**src/logic/snake_grid_pkg.sv**
```systemverilog
package snake_grid_pkg;

    //////////////////////////////////////////////////
    // grid geometry
    //////////////////////////////////////////////////

    // bits per coordinate, the grid is 32 by 32 cells
    localparam int COORD_W = 5;

    // last valid coordinate on either axis
    localparam int GRID_MAX = 31;

    // segments including the head
    localparam int MAX_LEN = 8;

    // head position after a start
    localparam int START_X = 16;
    localparam int START_Y = 16;

    //////////////////////////////////////////////////
    // types
    //////////////////////////////////////////////////

    typedef logic [COORD_W-1:0] coord_t;

    // y above x so the packed bits line up with the register layout
    typedef struct packed {
        coord_t y;
        coord_t x;
    } point_t;

    // segment count, 0 up to MAX_LEN
    typedef logic [3:0] len_t;

    // entry 0 is the head, higher entries trail behind it
    typedef point_t [MAX_LEN-1:0] seg_bus_t;

    // foods eaten, wraps
    typedef logic [7:0] score_t;

    // opposite directions differ only in bit 1
    typedef enum logic [1:0] {
        DIR_RIGHT = 2'd0,
        DIR_DOWN  = 2'd1,
        DIR_LEFT  = 2'd2,
        DIR_UP    = 2'd3
    } dir_t;

    typedef enum logic [1:0] {
        ST_IDLE = 2'd0,
        ST_RUN  = 2'd1,
        ST_DEAD = 2'd2
    } game_state_t;

endpackage

```
**src/logic/snake_bus_pkg.sv**
```systemverilog
package snake_bus_pkg;

    //////////////////////////////////////////////////
    // wishbone widths and payloads
    //////////////////////////////////////////////////

    localparam int WB_ADDR_W = 4;
    localparam int WB_DATA_W = 16;

    // word address
    typedef logic [WB_ADDR_W-1:0] wb_addr_t;
    typedef logic [WB_DATA_W-1:0] wb_data_t;

    // master to slave, 23 bits
    typedef struct packed {
        logic     cyc;
        logic     stb;
        logic     we;
        wb_addr_t adr;
        wb_data_t dat;
    } wb_req_t;

    // slave to master, 17 bits
    typedef struct packed {
        logic     ack;
        wb_data_t dat;
    } wb_rsp_t;

    //////////////////////////////////////////////////
    // register map
    //////////////////////////////////////////////////

    // bit 0 written high starts a game
    localparam wb_addr_t REG_CTRL   = 4'd0;
    localparam wb_addr_t REG_DIR    = 4'd1;
    localparam wb_addr_t REG_FOOD   = 4'd2;
    localparam wb_addr_t REG_STATUS = 4'd3;
    // segment words follow, one per entry
    localparam wb_addr_t REG_SEG0   = 4'd4;

endpackage

```
**src/logic/snake_body.sv**
```systemverilog
`timescale 1ns/1ps

module snake_body (
    input  logic                     clk,
    input  logic                     rst,
    input  logic                     restart,
    input  logic                     step,
    input  logic                     grow,
    input  snake_grid_pkg::point_t   next_head,
    output snake_grid_pkg::seg_bus_t segs,
    output snake_grid_pkg::len_t     length
);
    import snake_grid_pkg::*;

    seg_bus_t seg_q;
    seg_bus_t seg_shift;
    len_t     len_q;
    len_t     len_next;
    point_t   start_pt;

    //////////////////////////////////////////////////
    // next length and shifted body
    //////////////////////////////////////////////////

    assign start_pt.x = coord_t'(START_X);
    assign start_pt.y = coord_t'(START_Y);

    always_comb begin
        len_next = len_q;
        // grow saturates, at full length it acts as a plain step
        if (grow && (len_q < MAX_LEN)) begin
            len_next = len_q + 1'b1;
        end
    end

    always_comb begin
        // new head enters at entry 0, old tail drops off the top
        seg_shift = {seg_q[MAX_LEN-2:0], next_head};
        // length mask
        // entries past the new length stay zero
        for (int i = 0; i < MAX_LEN; i++) begin
            if (i >= len_next) begin
                seg_shift[i] = '0;
            end
        end
    end

    //////////////////////////////////////////////////
    // segment and length registers
    //////////////////////////////////////////////////

    always_ff @(posedge clk) begin
        if (rst) begin
            seg_q <= '0;
            len_q <= '0;
        end else if (restart) begin
            // fresh snake of one segment at the start cell
            seg_q    <= '0;
            seg_q[0] <= start_pt;
            len_q    <= len_t'(1);
        end else if (step || grow) begin
            seg_q <= seg_shift;
            len_q <= len_next;
        end
    end

    // segments hold still on dead or idle ticks
    // since neither step nor grow comes

    assign segs   = seg_q;
    assign length = len_q;

endmodule

```
**src/logic/snake_collision.sv**
```systemverilog
`timescale 1ns/1ps

module snake_collision (
    input  snake_grid_pkg::seg_bus_t segs,
    input  snake_grid_pkg::len_t     length,
    input  snake_grid_pkg::dir_t     dir,
    input  snake_grid_pkg::point_t   food,
    output snake_grid_pkg::point_t   next_head,
    output logic                     hit_wall,
    output logic                     hit_self,
    output logic                     eat
);
    import snake_grid_pkg::*;

    point_t head;
    coord_t edge_hi;

    assign head    = segs[0];
    assign edge_hi = coord_t'(GRID_MAX);

    //////////////////////////////////////////////////
    // neighbour cell and wall test
    //////////////////////////////////////////////////

    always_comb begin
        next_head = head;
        hit_wall  = 1'b0;
        case (dir)
            DIR_RIGHT: begin
                next_head.x = head.x + 1'b1;
                hit_wall    = (head.x == edge_hi);
            end
            DIR_DOWN: begin
                next_head.y = head.y + 1'b1;
                hit_wall    = (head.y == edge_hi);
            end
            DIR_LEFT: begin
                next_head.x = head.x - 1'b1;
                hit_wall    = (head.x == '0);
            end
            default: begin
                // up, toward row 0
                next_head.y = head.y - 1'b1;
                hit_wall    = (head.y == '0);
            end
        endcase
    end

    // food straight ahead
    assign eat = (next_head == food);

    //////////////////////////////////////////////////
    // self hit
    //////////////////////////////////////////////////

    always_comb begin
        hit_self = 1'b0;
        // head itself never matches its neighbour
        for (int i = 1; i < MAX_LEN; i++) begin
            if ((i < length) && (segs[i] == next_head)) begin
                // a tail that moves on frees its cell
                if ((i + 1 != length) || eat) begin
                    hit_self = 1'b1;
                end
            end
        end
    end

endmodule

```
**src/logic/snake_game_ctrl.sv**
```systemverilog
`timescale 1ns/1ps

module snake_game_ctrl (
    input  logic                        clk,
    input  logic                        rst,
    input  logic                        tick,
    input  logic                        start,
    input  snake_grid_pkg::dir_t        dir_req,
    input  logic                        dir_wr,
    input  logic                        hit_wall,
    input  logic                        hit_self,
    input  logic                        eat,
    output snake_grid_pkg::game_state_t state,
    output snake_grid_pkg::dir_t        dir,
    output snake_grid_pkg::score_t      score,
    output logic                        restart,
    output logic                        step,
    output logic                        grow
);
    import snake_grid_pkg::*;

    game_state_t state_q;
    dir_t        dir_q;
    score_t      score_q;

    logic hit;
    logic run_tick;
    logic reverse;

    assign hit      = hit_wall || hit_self;
    // start wins over a tick in the same cycle
    assign run_tick = tick && (state_q == ST_RUN) && !start;
    // opposite of the current heading
    assign reverse  = (dir_req == dir_t'(dir_q ^ 2'b10));

    //////////////////////////////////////////////////
    // pulses to the body
    //////////////////////////////////////////////////

    // body acts on the same edge as the tick
    assign restart = start;
    assign grow    = run_tick && !hit && eat;
    assign step    = run_tick && !hit && !eat;

    //////////////////////////////////////////////////
    // state machine, heading and score
    //////////////////////////////////////////////////

    always_ff @(posedge clk) begin
        if (rst) begin
            state_q <= ST_IDLE;
            dir_q   <= DIR_RIGHT;
            score_q <= '0;
        end else if (start) begin
            // new game from any state
            state_q <= ST_RUN;
            dir_q   <= DIR_RIGHT;
            score_q <= '0;
        end else begin
            if (run_tick) begin
                if (hit) begin
                    state_q <= ST_DEAD;
                end else if (eat) begin
                    // counts even when length is already full
                    score_q <= score_q + 1'b1;
                end
            end
            // u-turns are dropped
            if (dir_wr && !reverse) begin
                dir_q <= dir_req;
            end
        end
    end

    assign state = state_q;
    assign dir   = dir_q;
    assign score = score_q;

endmodule

```
**src/logic/snake_wb_regs.sv**
```systemverilog
`timescale 1ns/1ps

module snake_wb_regs (
    input  logic                        clk,
    input  logic                        rst,
    input  snake_bus_pkg::wb_req_t      wb_req,
    output snake_bus_pkg::wb_rsp_t      wb_rsp,
    input  snake_grid_pkg::game_state_t state,
    input  snake_grid_pkg::dir_t        dir,
    input  snake_grid_pkg::len_t        length,
    input  snake_grid_pkg::score_t      score,
    input  snake_grid_pkg::seg_bus_t    segs,
    output logic                        start,
    output snake_grid_pkg::dir_t        dir_req,
    output logic                        dir_wr,
    output snake_grid_pkg::point_t      food
);
    import snake_grid_pkg::*;
    import snake_bus_pkg::*;

    logic     ack_q;
    wb_data_t rdat_q;
    wb_data_t rdat_mux;
    point_t   food_q;

    logic     access;
    logic     wr;
    wb_addr_t seg_off;
    logic     seg_hit;
    point_t   seg_pt;

    //////////////////////////////////////////////////
    // classic handshake
    //////////////////////////////////////////////////

    // new cycle seen while ack is low
    // ack drops after one cycle so the held request is not taken twice
    assign access = wb_req.cyc && wb_req.stb && !ack_q;
    assign wr     = access && wb_req.we;

    always_ff @(posedge clk) begin
        if (rst) begin
            ack_q <= 1'b0;
        end else begin
            ack_q <= access;
        end
    end

    //////////////////////////////////////////////////
    // writes
    //////////////////////////////////////////////////

    // pulses land on the ack edge in the controller
    assign start   = wr && (wb_req.adr == REG_CTRL) && wb_req.dat[0];
    assign dir_wr  = wr && (wb_req.adr == REG_DIR);
    assign dir_req = dir_t'(wb_req.dat[1:0]);

    always_ff @(posedge clk) begin
        if (rst) begin
            food_q <= '0;
        end else if (wr && (wb_req.adr == REG_FOOD)) begin
            food_q <= point_t'(wb_req.dat[9:0]);
        end
    end

    assign food = food_q;

    //////////////////////////////////////////////////
    // read mux
    //////////////////////////////////////////////////

    // segment words sit at 4 through 11
    assign seg_off = wb_req.adr - REG_SEG0;
    assign seg_hit = (wb_req.adr >= REG_SEG0) && (seg_off < MAX_LEN);
    assign seg_pt  = segs[seg_off[2:0]];

    always_comb begin
        rdat_mux = '0;
        if (seg_hit) begin
            // inactive entries read zero
            if (seg_off < length) begin
                rdat_mux = wb_data_t'(seg_pt);
            end
        end else begin
            case (wb_req.adr)
                REG_DIR:    rdat_mux = wb_data_t'(dir);
                REG_FOOD:   rdat_mux = wb_data_t'(food_q);
                REG_STATUS: rdat_mux = {score, 2'b00, length, state};
                // ctrl and unmapped words read zero
                default:    rdat_mux = '0;
            endcase
        end
    end

    // sampled with the access so data is valid with ack
    always_ff @(posedge clk) begin
        if (access) begin
            rdat_q <= rdat_mux;
        end
    end

    assign wb_rsp.ack = ack_q;
    assign wb_rsp.dat = rdat_q;

endmodule

```
**src/logic/snake_top.sv**
```systemverilog
`timescale 1ns/1ps

module snake_top (
    input  logic                   clk,
    input  logic                   rst,
    input  logic                   tick,
    input  snake_bus_pkg::wb_req_t wb_req,
    output snake_bus_pkg::wb_rsp_t wb_rsp
);
    import snake_grid_pkg::*;

    // bus side
    logic        start;
    dir_t        dir_req;
    logic        dir_wr;
    point_t      food;

    // controller outputs
    game_state_t state;
    dir_t        dir;
    score_t      score;
    logic        restart;
    logic        step;
    logic        grow;

    // body and collision
    seg_bus_t    segs;
    len_t        length;
    point_t      next_head;
    logic        hit_wall;
    logic        hit_self;
    logic        eat;

    //////////////////////////////////////////////////
    // register slave
    //////////////////////////////////////////////////

    snake_wb_regs u_wb_regs (
        .clk     (clk),
        .rst     (rst),
        .wb_req  (wb_req),
        .wb_rsp  (wb_rsp),
        .state   (state),
        .dir     (dir),
        .length  (length),
        .score   (score),
        .segs    (segs),
        .start   (start),
        .dir_req (dir_req),
        .dir_wr  (dir_wr),
        .food    (food)
    );

    //////////////////////////////////////////////////
    // game core
    //////////////////////////////////////////////////

    snake_game_ctrl u_game_ctrl (
        .clk      (clk),
        .rst      (rst),
        .tick     (tick),
        .start    (start),
        .dir_req  (dir_req),
        .dir_wr   (dir_wr),
        .hit_wall (hit_wall),
        .hit_self (hit_self),
        .eat      (eat),
        .state    (state),
        .dir      (dir),
        .score    (score),
        .restart  (restart),
        .step     (step),
        .grow     (grow)
    );

    // combinational, same cycle as the tick
    snake_collision u_collision (
        .segs      (segs),
        .length    (length),
        .dir       (dir),
        .food      (food),
        .next_head (next_head),
        .hit_wall  (hit_wall),
        .hit_self  (hit_self),
        .eat       (eat)
    );

    snake_body u_body (
        .clk       (clk),
        .rst       (rst),
        .restart   (restart),
        .step      (step),
        .grow      (grow),
        .next_head (next_head),
        .segs      (segs),
        .length    (length)
    );

endmodule

```
**config.mk**
```make
export PLATFORM = sky130hd
export DESIGN_NAME = snake_top
export DESIGN_NICKNAME = d
export VERILOG_FILES = /design/src/logic/snake_grid_pkg.sv /design/src/logic/snake_bus_pkg.sv /design/src/logic/snake_body.sv /design/src/logic/snake_collision.sv /design/src/logic/snake_game_ctrl.sv /design/src/logic/snake_wb_regs.sv /design/src/logic/snake_top.sv
export SDC_FILE = /design/constraint.sdc
export NUM_CORES = 1
export LEC_CHECK = 0
export BUFFER_PORTS_ARGS = -buffer_cell sky130_fd_sc_hd__buf_2
export CORE_AREA = 2 2 116 141
export DETAILED_ROUTE_END_ITERATION = 8
export DIE_AREA = 0 0 118 143
export HOLD_SLACK_MARGIN = 0.08
export PLACE_DENSITY = 0.72
export SLEW_MARGIN = 15
export SYNTH_ARGS = -nofsm -noshare
export SYNTH_HDL_FRONTEND = slang
export SYNTH_SLANG_ARGS = --single-unit
```
**constraint.sdc**
```tcl
create_clock -name clk -period 14.5 [get_ports clk]
set_clock_uncertainty 0.15 [all_clocks]
set_input_delay 2.175 -clock clk [delete_from_list [all_inputs] [get_ports clk]]
set_output_delay 2.175 -clock clk [all_outputs]
set_load 0.02 [all_outputs]
```
* After elaboration in Yosys (flattened, before gate mapping) *
Index checks and enable logic that the tools add are counted.
W data, S select, Z words.

storage, ports and cells
  flip-flop bits (word level) = 123

operators by class
  add/sub/neg operators = 7
  magnitude comparators = 20
  equality and inequality tests = 24
  muxes and demuxes = 38
  bitwise gates (word level) = 2
  reductions and logical operators = 48

operators with widths
  kind                   number
  $mux W10               12
  $eq A10 B10 Y1         8
  $pmux W16 S3           1
  $bmux W10 S3           1
  $logic_and A1 B1 Y1    22
  $pmux W5 S2            2
  $mux W1                19
  $ge A3 B4 Y1 const A   4
  $lt A3 B4 Y1 const A   4
  $mux W16               1
  $ne A3 B4 Y1 const A   4
  $add A5 B1 Y5 const B  2
  $eq A5 B5 Y1 const B   2
  $logic_not A5 Y1       2
  $sub A5 B1 Y5 const B  2
  $logic_or A1 B1 Y1     9
  $add A8 B1 Y8 const B  1
  $eq A4 B2 Y1 const B   2
  $ge A1 B4 Y1 const A   2
  $ge A2 B4 Y1 const A   2
  $lt A2 B4 Y1 const A   2
  $lt A4 B4 Y1 const B   2
  $ne A2 B4 Y1 const A   2
  $reduce_bool A2 Y1     3
  other kinds (20)       28

* Depth between registers and ports, before layout *
Gate-level depths: netlist of run 1.

  depth in word-level cells = 29
  mapped depth = 19

* Cells and area by module *
From an unflattened synthesis of run 1, not the netlist that was laid out.

unflattened totals
  cells, all modules = 812
  area, all modules = 7,658.6 µm²

modules (own cells, without submodules)
  module           instances  cells an instance  area an instance (µm²)  seq. area each (µm²)
  snake_body       1          284                3,031.7                 1,681.6
  snake_collision  1          266                2,044.5                 0.0
  snake_wb_regs    1          193                1,941.9                 700.7
  snake_game_ctrl  1          69                 640.6                   240.2

* Worst setup path after synthesis of run 1 *
OpenSTA, ideal clock, no wires.

  path type = input-to-reg
  start = input wb_req[22] (netlist bit)
  end = register u_body.len_q[1] (netlist: u_body.length[1])
  arrival time = 5.048 ns
  data required time = 14.222 ns
  path slack = 9.174 ns
  cell stages on the path = 9
  buffers on the path = 3
  cells stage by stage = nand2_1 nor2_1 nand3_1 nor4b_1 or2_2 clkbuf_1 clkbuf_1 clkbuf_1 nor2_1

on the way
  word-level cells in the longest chain between the ends = 11
  elaborated cells between the ends (all ways) = 14
  classes of those cells = 1 x mux; 13 x reduce/logical

RTL lines
  element                                line                                          source
  from (decl)                            snake_top.sv:7                                input snake_bus_pkg::wb_req_t wb_req,
  $logic_and A1 B1 Y1 (*) (2 in series)  snake_wb_regs.sv:38                           assign access = wb_req.cyc && wb_req.stb && !ack_q;
  named net u_wb_regs.access             snake_wb_regs.sv:26                           logic access;
  $logic_and A1 B1 Y1 (*)                snake_wb_regs.sv:39                           assign wr = access && wb_req.we;
  $logic_and A1 B1 Y1 (*) (2 in series)  snake_wb_regs.sv:54                           assign start = wr && (wb_req.adr == REG_CTRL) && wb_req.dat[0];
  $logic_not A1 Y1                       snake_game_ctrl.sv:32                         assign run_tick = tick && (state_q == ST_RUN) && !start;
  $logic_and A1 B1 Y1                    snake_game_ctrl.sv:32
  $logic_and A1 B1 Y1                    snake_game_ctrl.sv:42, snake_game_ctrl.sv:43
  $logic_and A1 B1 Y1                    snake_game_ctrl.sv:42                         assign grow = run_tick && !hit && eat;
  $logic_and A1 B1 Y1                    snake_body.sv:31                              if (grow && (len_q < MAX_LEN)) begin
  $mux W4                                snake_body.sv:31
  to (signal assigned)                   snake_body.sv:60                              len_q <= len_t'(1);
  to (signal assigned)                   snake_body.sv:63                              len_q <= len_next;
  to (decl)                              snake_body.sv:17                              len_t len_q;

Mark *: on every way through the listed nets, which the timed path passes. The rest lies on a longest branch.
A chain may end at the register's enable or synchronous reset.

* Final worst setup path of run 1 *
  start = register u_game_ctrl.dir_q[0] (netlist: u_game_ctrl.dir[0])
  end = register u_body.seg_q, in the netlist u_body.segs[53]

on the way
  word-level cells in the longest chain between the ends = 27
  elaborated cells between the ends (all ways) = 54
  classes of those cells = 1 x order compare; 10 x eq/ne; 19 x mux; 24 x reduce/logical

RTL lines
  element                                           line                                          source
  from (decl)                                       snake_game_ctrl.sv:23                         dir_t dir_q;
  from (signal assigned)                            snake_game_ctrl.sv:70                         dir_q <= dir_req;
  $eq A2 B2 Y1 or $logic_not A2 Y1 (tied branches)  snake_collision.sv:28                         case (dir)
  $reduce_or A2 Y1 (no source line)                 n/a
  $pmux W5 S2                                       snake_collision.sv:28
  $eq A10 B10 Y1                                    snake_collision.sv:50                         assign eat = (next_head == food);
  $logic_or A1 B1 Y1                                snake_collision.sv:62                         if ((i + 1 != length) || eat) begin
  $mux W1                                           snake_collision.sv:62
  $mux W1                                           snake_collision.sv:60                         if ((i < length) && (segs[i] == next_head)) begin
  $mux W1                                           snake_collision.sv:62
  (+11 left out)                                    n/a
  $logic_or A1 B1 Y1                                snake_game_ctrl.sv:30                         assign hit = hit_wall || hit_self;
  $logic_not A1 Y1                                  snake_game_ctrl.sv:42, snake_game_ctrl.sv:43
  $logic_and A1 B1 Y1                               snake_game_ctrl.sv:42, snake_game_ctrl.sv:43
  $logic_and A1 B1 Y1                               snake_game_ctrl.sv:42
  $logic_and A1 B1 Y1                               snake_body.sv:31
  $mux W4                                           snake_body.sv:31
  $ge A3 B4 Y1                                      snake_body.sv:42                              if (i >= len_next) begin
  $mux W10                                          snake_body.sv:42
  to (signal assigned)                              snake_body.sv:62                              seg_q <= seg_shift;
  to (decl)                                         snake_body.sv:15                              seg_bus_t seg_q;

Several ways; a longest one is shown, not always the timed one.

==> results of run 1 <==
-- per-stage QoR --
| stage | setup slack [ps] | total power [mW] | utilization | instances | cell area, um2 |
|---|---|---|---|---|---|
| 6_report | 8100 | 0.789 | 0.593 | 1181 | 9170 |
| 5_1_grt | 7830 | 0.809 | 0.593 | 1181 | 9170 |
| 4_1_cts | 8180 | 0.792 | 0.593 | 1181 | 9170 |
| 3_5_place_dp | 8230 | 0.388 | 0.557 | 1149 | 8600 |
| 3_3_place_gp | 8300 | 0.387 | 0.557 | 1149 | 8600 |
| 2_1_floorplan | 9170 | 0.377 | - | 961 | 8370 |
-- logic make-up after synthesis --
logic type | after synthesis
AOI/OAI and AO/OA | 239
DFF | 123
adders and majority gates | 13
xor gates and xnor gates | 82
and+or+nand+nor | 362
buffers and inverters | 93
muxes | 49
-- worst max-delay path: cells and delay by family (launching register included) --
kind,cells,cell delay (ps)
xor+xnor,2,460
compound gates,6,2710
buf+inv,3,1380
flops,1,320
fa+ha+maj,1,280
simple gates,4,980
-- area by class of cell --
class                   count  area (um2)  share of cell area
multi-input cells         745        5330               0.582
well taps                 208         260              0.0284
clock inverters            10        91.3             0.00996
inverters                  20        75.1             0.00819
flip-flops and latches    123        2620               0.286
clock buffers              22         475              0.0519
repair buffers             53         308              0.0336
-- metal layers --
layer | part of all wire | vias up
li1 | - | 3528
met1 | 0.40 | 3691
met2 | 0.48 | 354
met3 | 0.075 | 76
met4 | 0.044 | 0
met5 | 0 | -
-- cells in the mapped netlist (5+ instances only) --
master	number
clkbuf_1	35
nand2b_1	10
a211oi_1	5
nand3_1	43
nand2_1	131
a22o_1	10
buf_4	8
inv_1	18
mux2i_1	22
and3_1	14
a22oi_1	14
o22ai_1	15
mux4_2	22
nor2_1	56
a2111oi_0	7
a31oi_1	6
edfxtp_1	16
nor4_1	8
a21oi_1	48
buf_1	6
or3_1	19
ha_1	12
xor2_1	25
o211ai_1	13
xnor3_1	10
nand4_1	10
buf_2	22
nor3_1	25
xnor2_1	46
nor2b_1	7
dfxtp_1	107
o21ai_0	29
o21ai_1	37
-- power by group --
| group | internal (mW) | switching, mW | leakage, nW |
|---|---|---|---|
| Clock | 0.250 | 0.159 | 0.272 |
| Sequential | 0.347 | 0.000694 | 1.01 |
| Combinational | 0.0103 | 0.0225 | 1.87 |
-- sequential cells by signal, indices dropped and copies added (netlist names) --
name,flops
u_game_ctrl.score,8
u_wb_regs.ack_q,1
u_body.length,4
u_game_ctrl.state,2
u_wb_regs.rdat_q,16
u_body.segs,80
u_wb_regs.food,10
u_game_ctrl.dir,2
-- worst max path at each step --
stage,from,to,cells after the start
6_report,u_game_ctrl.dir[0]$_SDFFE_PP0P_,u_body.segs[53]$_SDFFE_PP0P_,16
5_1_grt,u_game_ctrl.dir[0]$_SDFFE_PP0P_,u_body.segs[53]$_SDFFE_PP0P_,16
4_1_cts,u_game_ctrl.dir[0]$_SDFFE_PP0P_,u_body.segs[53]$_SDFFE_PP0P_,16
3_5_place_dp,u_game_ctrl.dir[0]$_SDFFE_PP0P_,u_body.segs[53]$_SDFFE_PP0P_,16
3_3_place_gp,u_game_ctrl.dir[0]$_SDFFE_PP0P_,u_body.segs[55]$_SDFFE_PP0P_,16
2_1_floorplan,wb_req[22],u_body.length[1]$_SDFFE_PP0P_,9
==> run metrics, run 1 <==
gr ovfl total 0; clock latency on the worst-skew pair roughly 420 ps; Post-Synth Simple-Gate Area 0.216; Syn Inst Count 961; met2 Use GR 0.521; Max FO, Critical Path between 50 and 60; fmax approximately 160 MHz; via count 7649; Post-DRT Antenna Nets 0; max cap viols 0; wire length per cell 21.7 um; # diodes 0; CTS tree done; first-pass GRT wire length approximately 40 mm; Final Cycle Share 0.442; most common cell after layout, fill and taps aside nand2_1; Die Area ~17000 um2; busiest grt layer met2; number of flops mapped to enable cells by yosys 16; I/O pins 43; Post-Syn Nets 1000; CTS Buf Count 17; setup TNS 0 ps; Crit path required time 14660 ps; Slew Limit Fails 0; hold slack 296 ps; most frequent cells in the layout nand2_1, dfxtp_1, nor2_1; Slowest-stage cell, CP a2111oi_0; Core ar. 15500 um2; worst min-delay path class flip-flop to flip-flop; final hold vios 0; Area growth syn-to-layout 9.54%; GRT met3 Usage 0.0667; # hold bufs at CTS 0; Routed WL roughly 26 mm; Yosys top cell by area dfxtp_1; Die H about 140 um; RR Startpoint u_game_ctrl.dir[0]$_SDFFE_PP0P_; Adder-Cell Fraction of Synth Area 0.0203; slowest stage delay, CP just over 900 ps; Compound-Gate Fraction of Synth Area 0.201; Least-Margin Pin Slew ~1000 ps; register area share after synthesis 0.313; Starting Density 0.542; Vias/cell between 6 and 7; Worst Hold Path Cells 1; outcome complete, no violations; mux cell area share after synthesis 0.0949; largest family of logic cells by synthesized area simple AND/OR/NAND/NOR gates; Synth Warn # 0; top cell type's share of synthesized area 0.256; CP Data Arrival Time roughly 6600 ps; fin crit period around 6400 ps; initial antenna violation count 0; Yosys cell types a little under 90; DPL Wire Length around 18 mm; FF-to-FF End u_body.segs[53]$_SDFFE_PP0P_; Avg Inst Size Synth between 8 and 9 um2; chip width about 120 um; # rows 50; VDD IR max between 0.07 and 0.08 mV; met1 GRT Util 0.382; pin count of the biggest net entering global routing between 50 and 60; Synth Area in XOR/XNOR 0.104; Pre-antenna DRT Iters 5; R2R Setup Slk between 8000 and 9000 ps; routability cong. 0.987; CP startpoint kind flip-flop; power per cell area about 86 nW/um2; initial drt markers roughly 730; clk root buf clkbuf_16; share of cells above drive strength 1 0.140; WS Path Type flip-flop to flip-flop; critical-path cell list buf_4 -> inv_1 -> nand2_1 -> xnor2_1 -> ha_1 -> or3b_1 -> a21oi_2 -> xor3_1 -> a2111oi_0 -> nor3_1 -> o22ai_4 -> or3_2 -> buf_4 -> a211oi_2 -> o41a_1 -> a22o_1; I/O Buffers 36; clock-pin slew on the worst setup and hold paths 60 ps; asr flop ratio synth 0; Area contributors post-synth dfxtp_1, mux4_2, nand2_1; All-Layer GR Usage 0.309; FF-to-FF path depth 16; unrepaired setup endpoints after global routing no; drt drc 0; relative slew slack 0.285; leakage power around 3.1 nW; H-tree lvl count 4; maximum clock path buffer count 2; Filler cells ~1300; Critical Path Sink Type flip-flop; # resized after CTS 0; main flop type after synthesis dfxtp_1; Hold EP u_wb_regs.ack_q$_SDFF_PP0_; vias in the first global route 7058; Final nets ~1000; setup repair bufs after CTS 0; total clock sinks approximately 120; hold path start u_wb_regs.ack_q$_SDFF_PP0_; Mapped Area ~8400 um2; Top cell by count, worst path buf_4; Seq cells post-synth roughly 120; setup violators final 0
No activity file was read; power rests on OpenSTA's default activity.
==> run 2, diff against run 1 <==
--- a/config.mk
+++ b/config.mk
@@ -10,7 +10,7 @@
 export DETAILED_ROUTE_END_ITERATION = 8
 export DIE_AREA = 0 0 118 143
 export HOLD_SLACK_MARGIN = 0.08
-export PLACE_DENSITY = 0.72
+export PLACE_DENSITY = 0.74
 export SLEW_MARGIN = 15
 export SYNTH_ARGS = -nofsm -noshare
 export SYNTH_HDL_FRONTEND = slang
==> constraint.sdc (replaced) <==
create_clock -name clk -period 5.2 [get_ports clk]
set_clock_uncertainty 0.15 [all_clocks]
set_input_delay 0.78 -clock clk [delete_from_list [all_inputs] [get_ports clk]]
set_output_delay 0.78 -clock clk [all_outputs]
set_load 0.02 [all_outputs]
==> run metrics, run 2 (same netlist as run 1, synthesis figures left out) <==
clock-pin slew on the worst setup and hold paths 60 ps (about the same); Core ar. 15500 um2 (unchanged); final instance area 9490 um2 (+3.6%); clk root buf clkbuf_16; Post-DRT Antenna Nets 0 (unchanged); most common cell after layout, fill and taps aside nand2_1; Largest register FFs 80 (unchanged); final hold vios 0 (unchanged); switching power 0.516 mW (+180%); leakage power 3.36 nW (+6.6%); R2R Setup Slk 250 ps (-7850 ps); maximum clock path buffer count 2 (unchanged); most frequent cells in the layout nand2_1, dfxtp_1, nor2_1; final setup margin 251 ps (-7850 ps); drt drc 0 (unchanged); fmax 202 MHz (+29%); wire length per cell 21.5 um (-0.69%); first-pass GRT wire length 40.9 mm (+2.2%); Die H 143 um (unchanged); Critical Path Sink Type flip-flop; Logic pwr share 0.041 (about the same); setup violators final 0 (unchanged); fin crit period 4950 ps (-1450 ps); outcome complete, no violations; Filler cells 1314 (-2.3%); # diodes 0 (unchanged); WS Path Type flip-flop to flip-flop; DP Worst Slack 361 ps (-7870 ps); CP Data Arrival Time 5170 ps (-1400 ps); CTS Buf Count 17 (unchanged); Final nets 1031 (+3.2%); vias in the first global route 7495 (+6.2%); clock latency on the worst-skew pair 430 ps (about the same); I/O pins 43 (unchanged); CP startpoint kind flip-flop; initial antenna violation count 0 (unchanged); All-Layer GR Usage 0.317 (+0.00871); power per cell area 242 nW/um2 (+180%); Crit path required time 5420 ps (-9240 ps); Clock power frac 0.537 (+0.019); Max FO, Critical Path 13 (-75%); gr ovfl total 0 (unchanged); chip width 118 um (unchanged); worst min-delay path class flip-flop to flip-flop; Least-Margin Pin Slew 925 ps (-121 ps); DPL Wire Length 18.9 mm (+6.9%); Pre-antenna DRT Iters 8 (+3); Finished Layout Cells 1213 (+2.7%); Slowest-stage cell, CP or3_2; I/O Buffers 36 (unchanged); # resized after CTS 0 (unchanged); Starting Density 0.542 (unchanged); share of cells above drive strength 1 0.170 (+0.0304); total clock sinks 123 (unchanged); CTS tree done; P_int 1.78 mW (+190%); via count 7890 (+3.2%); pin count of the biggest net entering global routing 46 (-13%); relative slew slack 0.379 (+0.0944); # hold bufs at CTS 0 (unchanged); Top cell by count, worst path buf_4; slowest stage delay, CP 560 ps (-370 ps); Flop pwr share 0.422 (-0.019); Area growth syn-to-layout 13.5%; routability cong. 1.00 (+1.5%); unrepaired setup endpoints after global routing no; initial drt markers 845 (+15%); setup repair bufs after CTS 0 (unchanged); max cap viols 0 (unchanged); Placed Cells 1181 (+2.8%); Net Sw Frac 0.225 (-0.00582); Vias/cell 6.50 (+0.43%); Routed WL 26.1 mm (+2.0%); # rows 50 (unchanged); Placed Area 8880 um2 (+3.2%); critical-path cell list nor2b_1 -> inv_1 -> ha_1 -> or3b_1 -> a31o_1 -> a21o_1 -> nand4b_1 -> a2111oi_0 -> buf_4 -> nor3_1 -> o22ai_4 -> or3_2 -> buf_4 -> nor2_2 -> a22oi_1 -> nor2_1; Die Area 16900 um2 (unchanged); setup TNS 0 ps (unchanged); Slew Limit Fails 0 (unchanged); Final Cycle Share 0.952 (+0.510); H-tree lvl count 4 (unchanged); VDD IR max 0.212 mV (+180%)
==> run 2: cell types whose count changed in the layout (fill, tap and decap cells not counted) <==
cell,change
clkinv_4,-1
bufinv_16,+1
clkbuf_1,-2
clkinv_2,-1
clkinvlp_4,-1
buf_12,+3
dfxtp_1,-1
clkbuf_8,+3
buf_4,+29
dfxtp_2,+1
inv_4,+1
==> run 2: final timing paths <==
path | startpoint | cells after the start | endpoint
worst max-delay path | u_game_ctrl.dir[0]$_SDFFE_PP0P_ | 16 | u_body.segs[73]$_SDFFE_PP0P_
worst min-delay path | u_wb_regs.ack_q$_SDFF_PP0_ | 1 | u_wb_regs.ack_q$_SDFF_PP0_
worst max register to register | u_game_ctrl.dir[0]$_SDFFE_PP0P_ | 16 | u_body.segs[73]$_SDFFE_PP0P_
worst min register to register | u_wb_regs.ack_q$_SDFF_PP0_ | 1 | u_wb_regs.ack_q$_SDFF_PP0_
==> run 2: power groups by stage <==
stage               Clock [mW]  Combinational, mW  Sequential [mW]
finish                    1.23             0.0946            0.969
global route              1.29              0.102            0.969
CTS                       1.24             0.0942            0.969
detailed placement           0             0.0937            0.990
global placement             0             0.0929            0.990
floorplan                    0             0.0544            0.996
==> run 2: cell type report <==
type                    instances  area [um2]  share of cell area
flip-flops and latches        123        2620               0.276
inverters                      20        75.1             0.00791
multi-input cells             745        5330               0.562
repair buffers                 85         586              0.0617
clock inverters                 9         106              0.0112
well taps                     208         260              0.0274
clock buffers                  23         509              0.0536
==> run 2: layer usage <==
metal / wire length, um / vias to the layer above / track usage
li1: - / 3592 / -
met1: 9760 / 3764 / 0.361
met2: 12700 / 419 / 0.548
met3: 1970 / 115 / 0.0579
met4: 1680 / 0 / 0.209
met5: 0 / - / 0
==> run 2: metrics by stage <==
| stage | power (mW) | hold slack (ps) | utilization |
|---|---|---|---|
| 5_1_grt | 2.36 | 320 | 0.614 |
| 6_report | 2.30 | 301 | 0.614 |
| 2_1_floorplan | 1.05 | 273 | - |
| 3_5_place_dp | 1.08 | 288 | 0.575 |
| 4_1_cts | 2.30 | 294 | 0.614 |
| 3_3_place_gp | 1.08 | 277 | 0.575 |
==> run 2: critical path, delay by kind of cell, from the launching register on <==
| family | cells | cell delay, ps |
|---|---|---|
| flip-flops | 1 | 350 |
| AO/OA/AOI/OAI | 5 | 1040 |
| adder cells (fa/ha/maj) | 1 | 410 |
| AND/OR/NAND/NOR | 7 | 2370 |
| buffers and inverters | 3 | 560 |
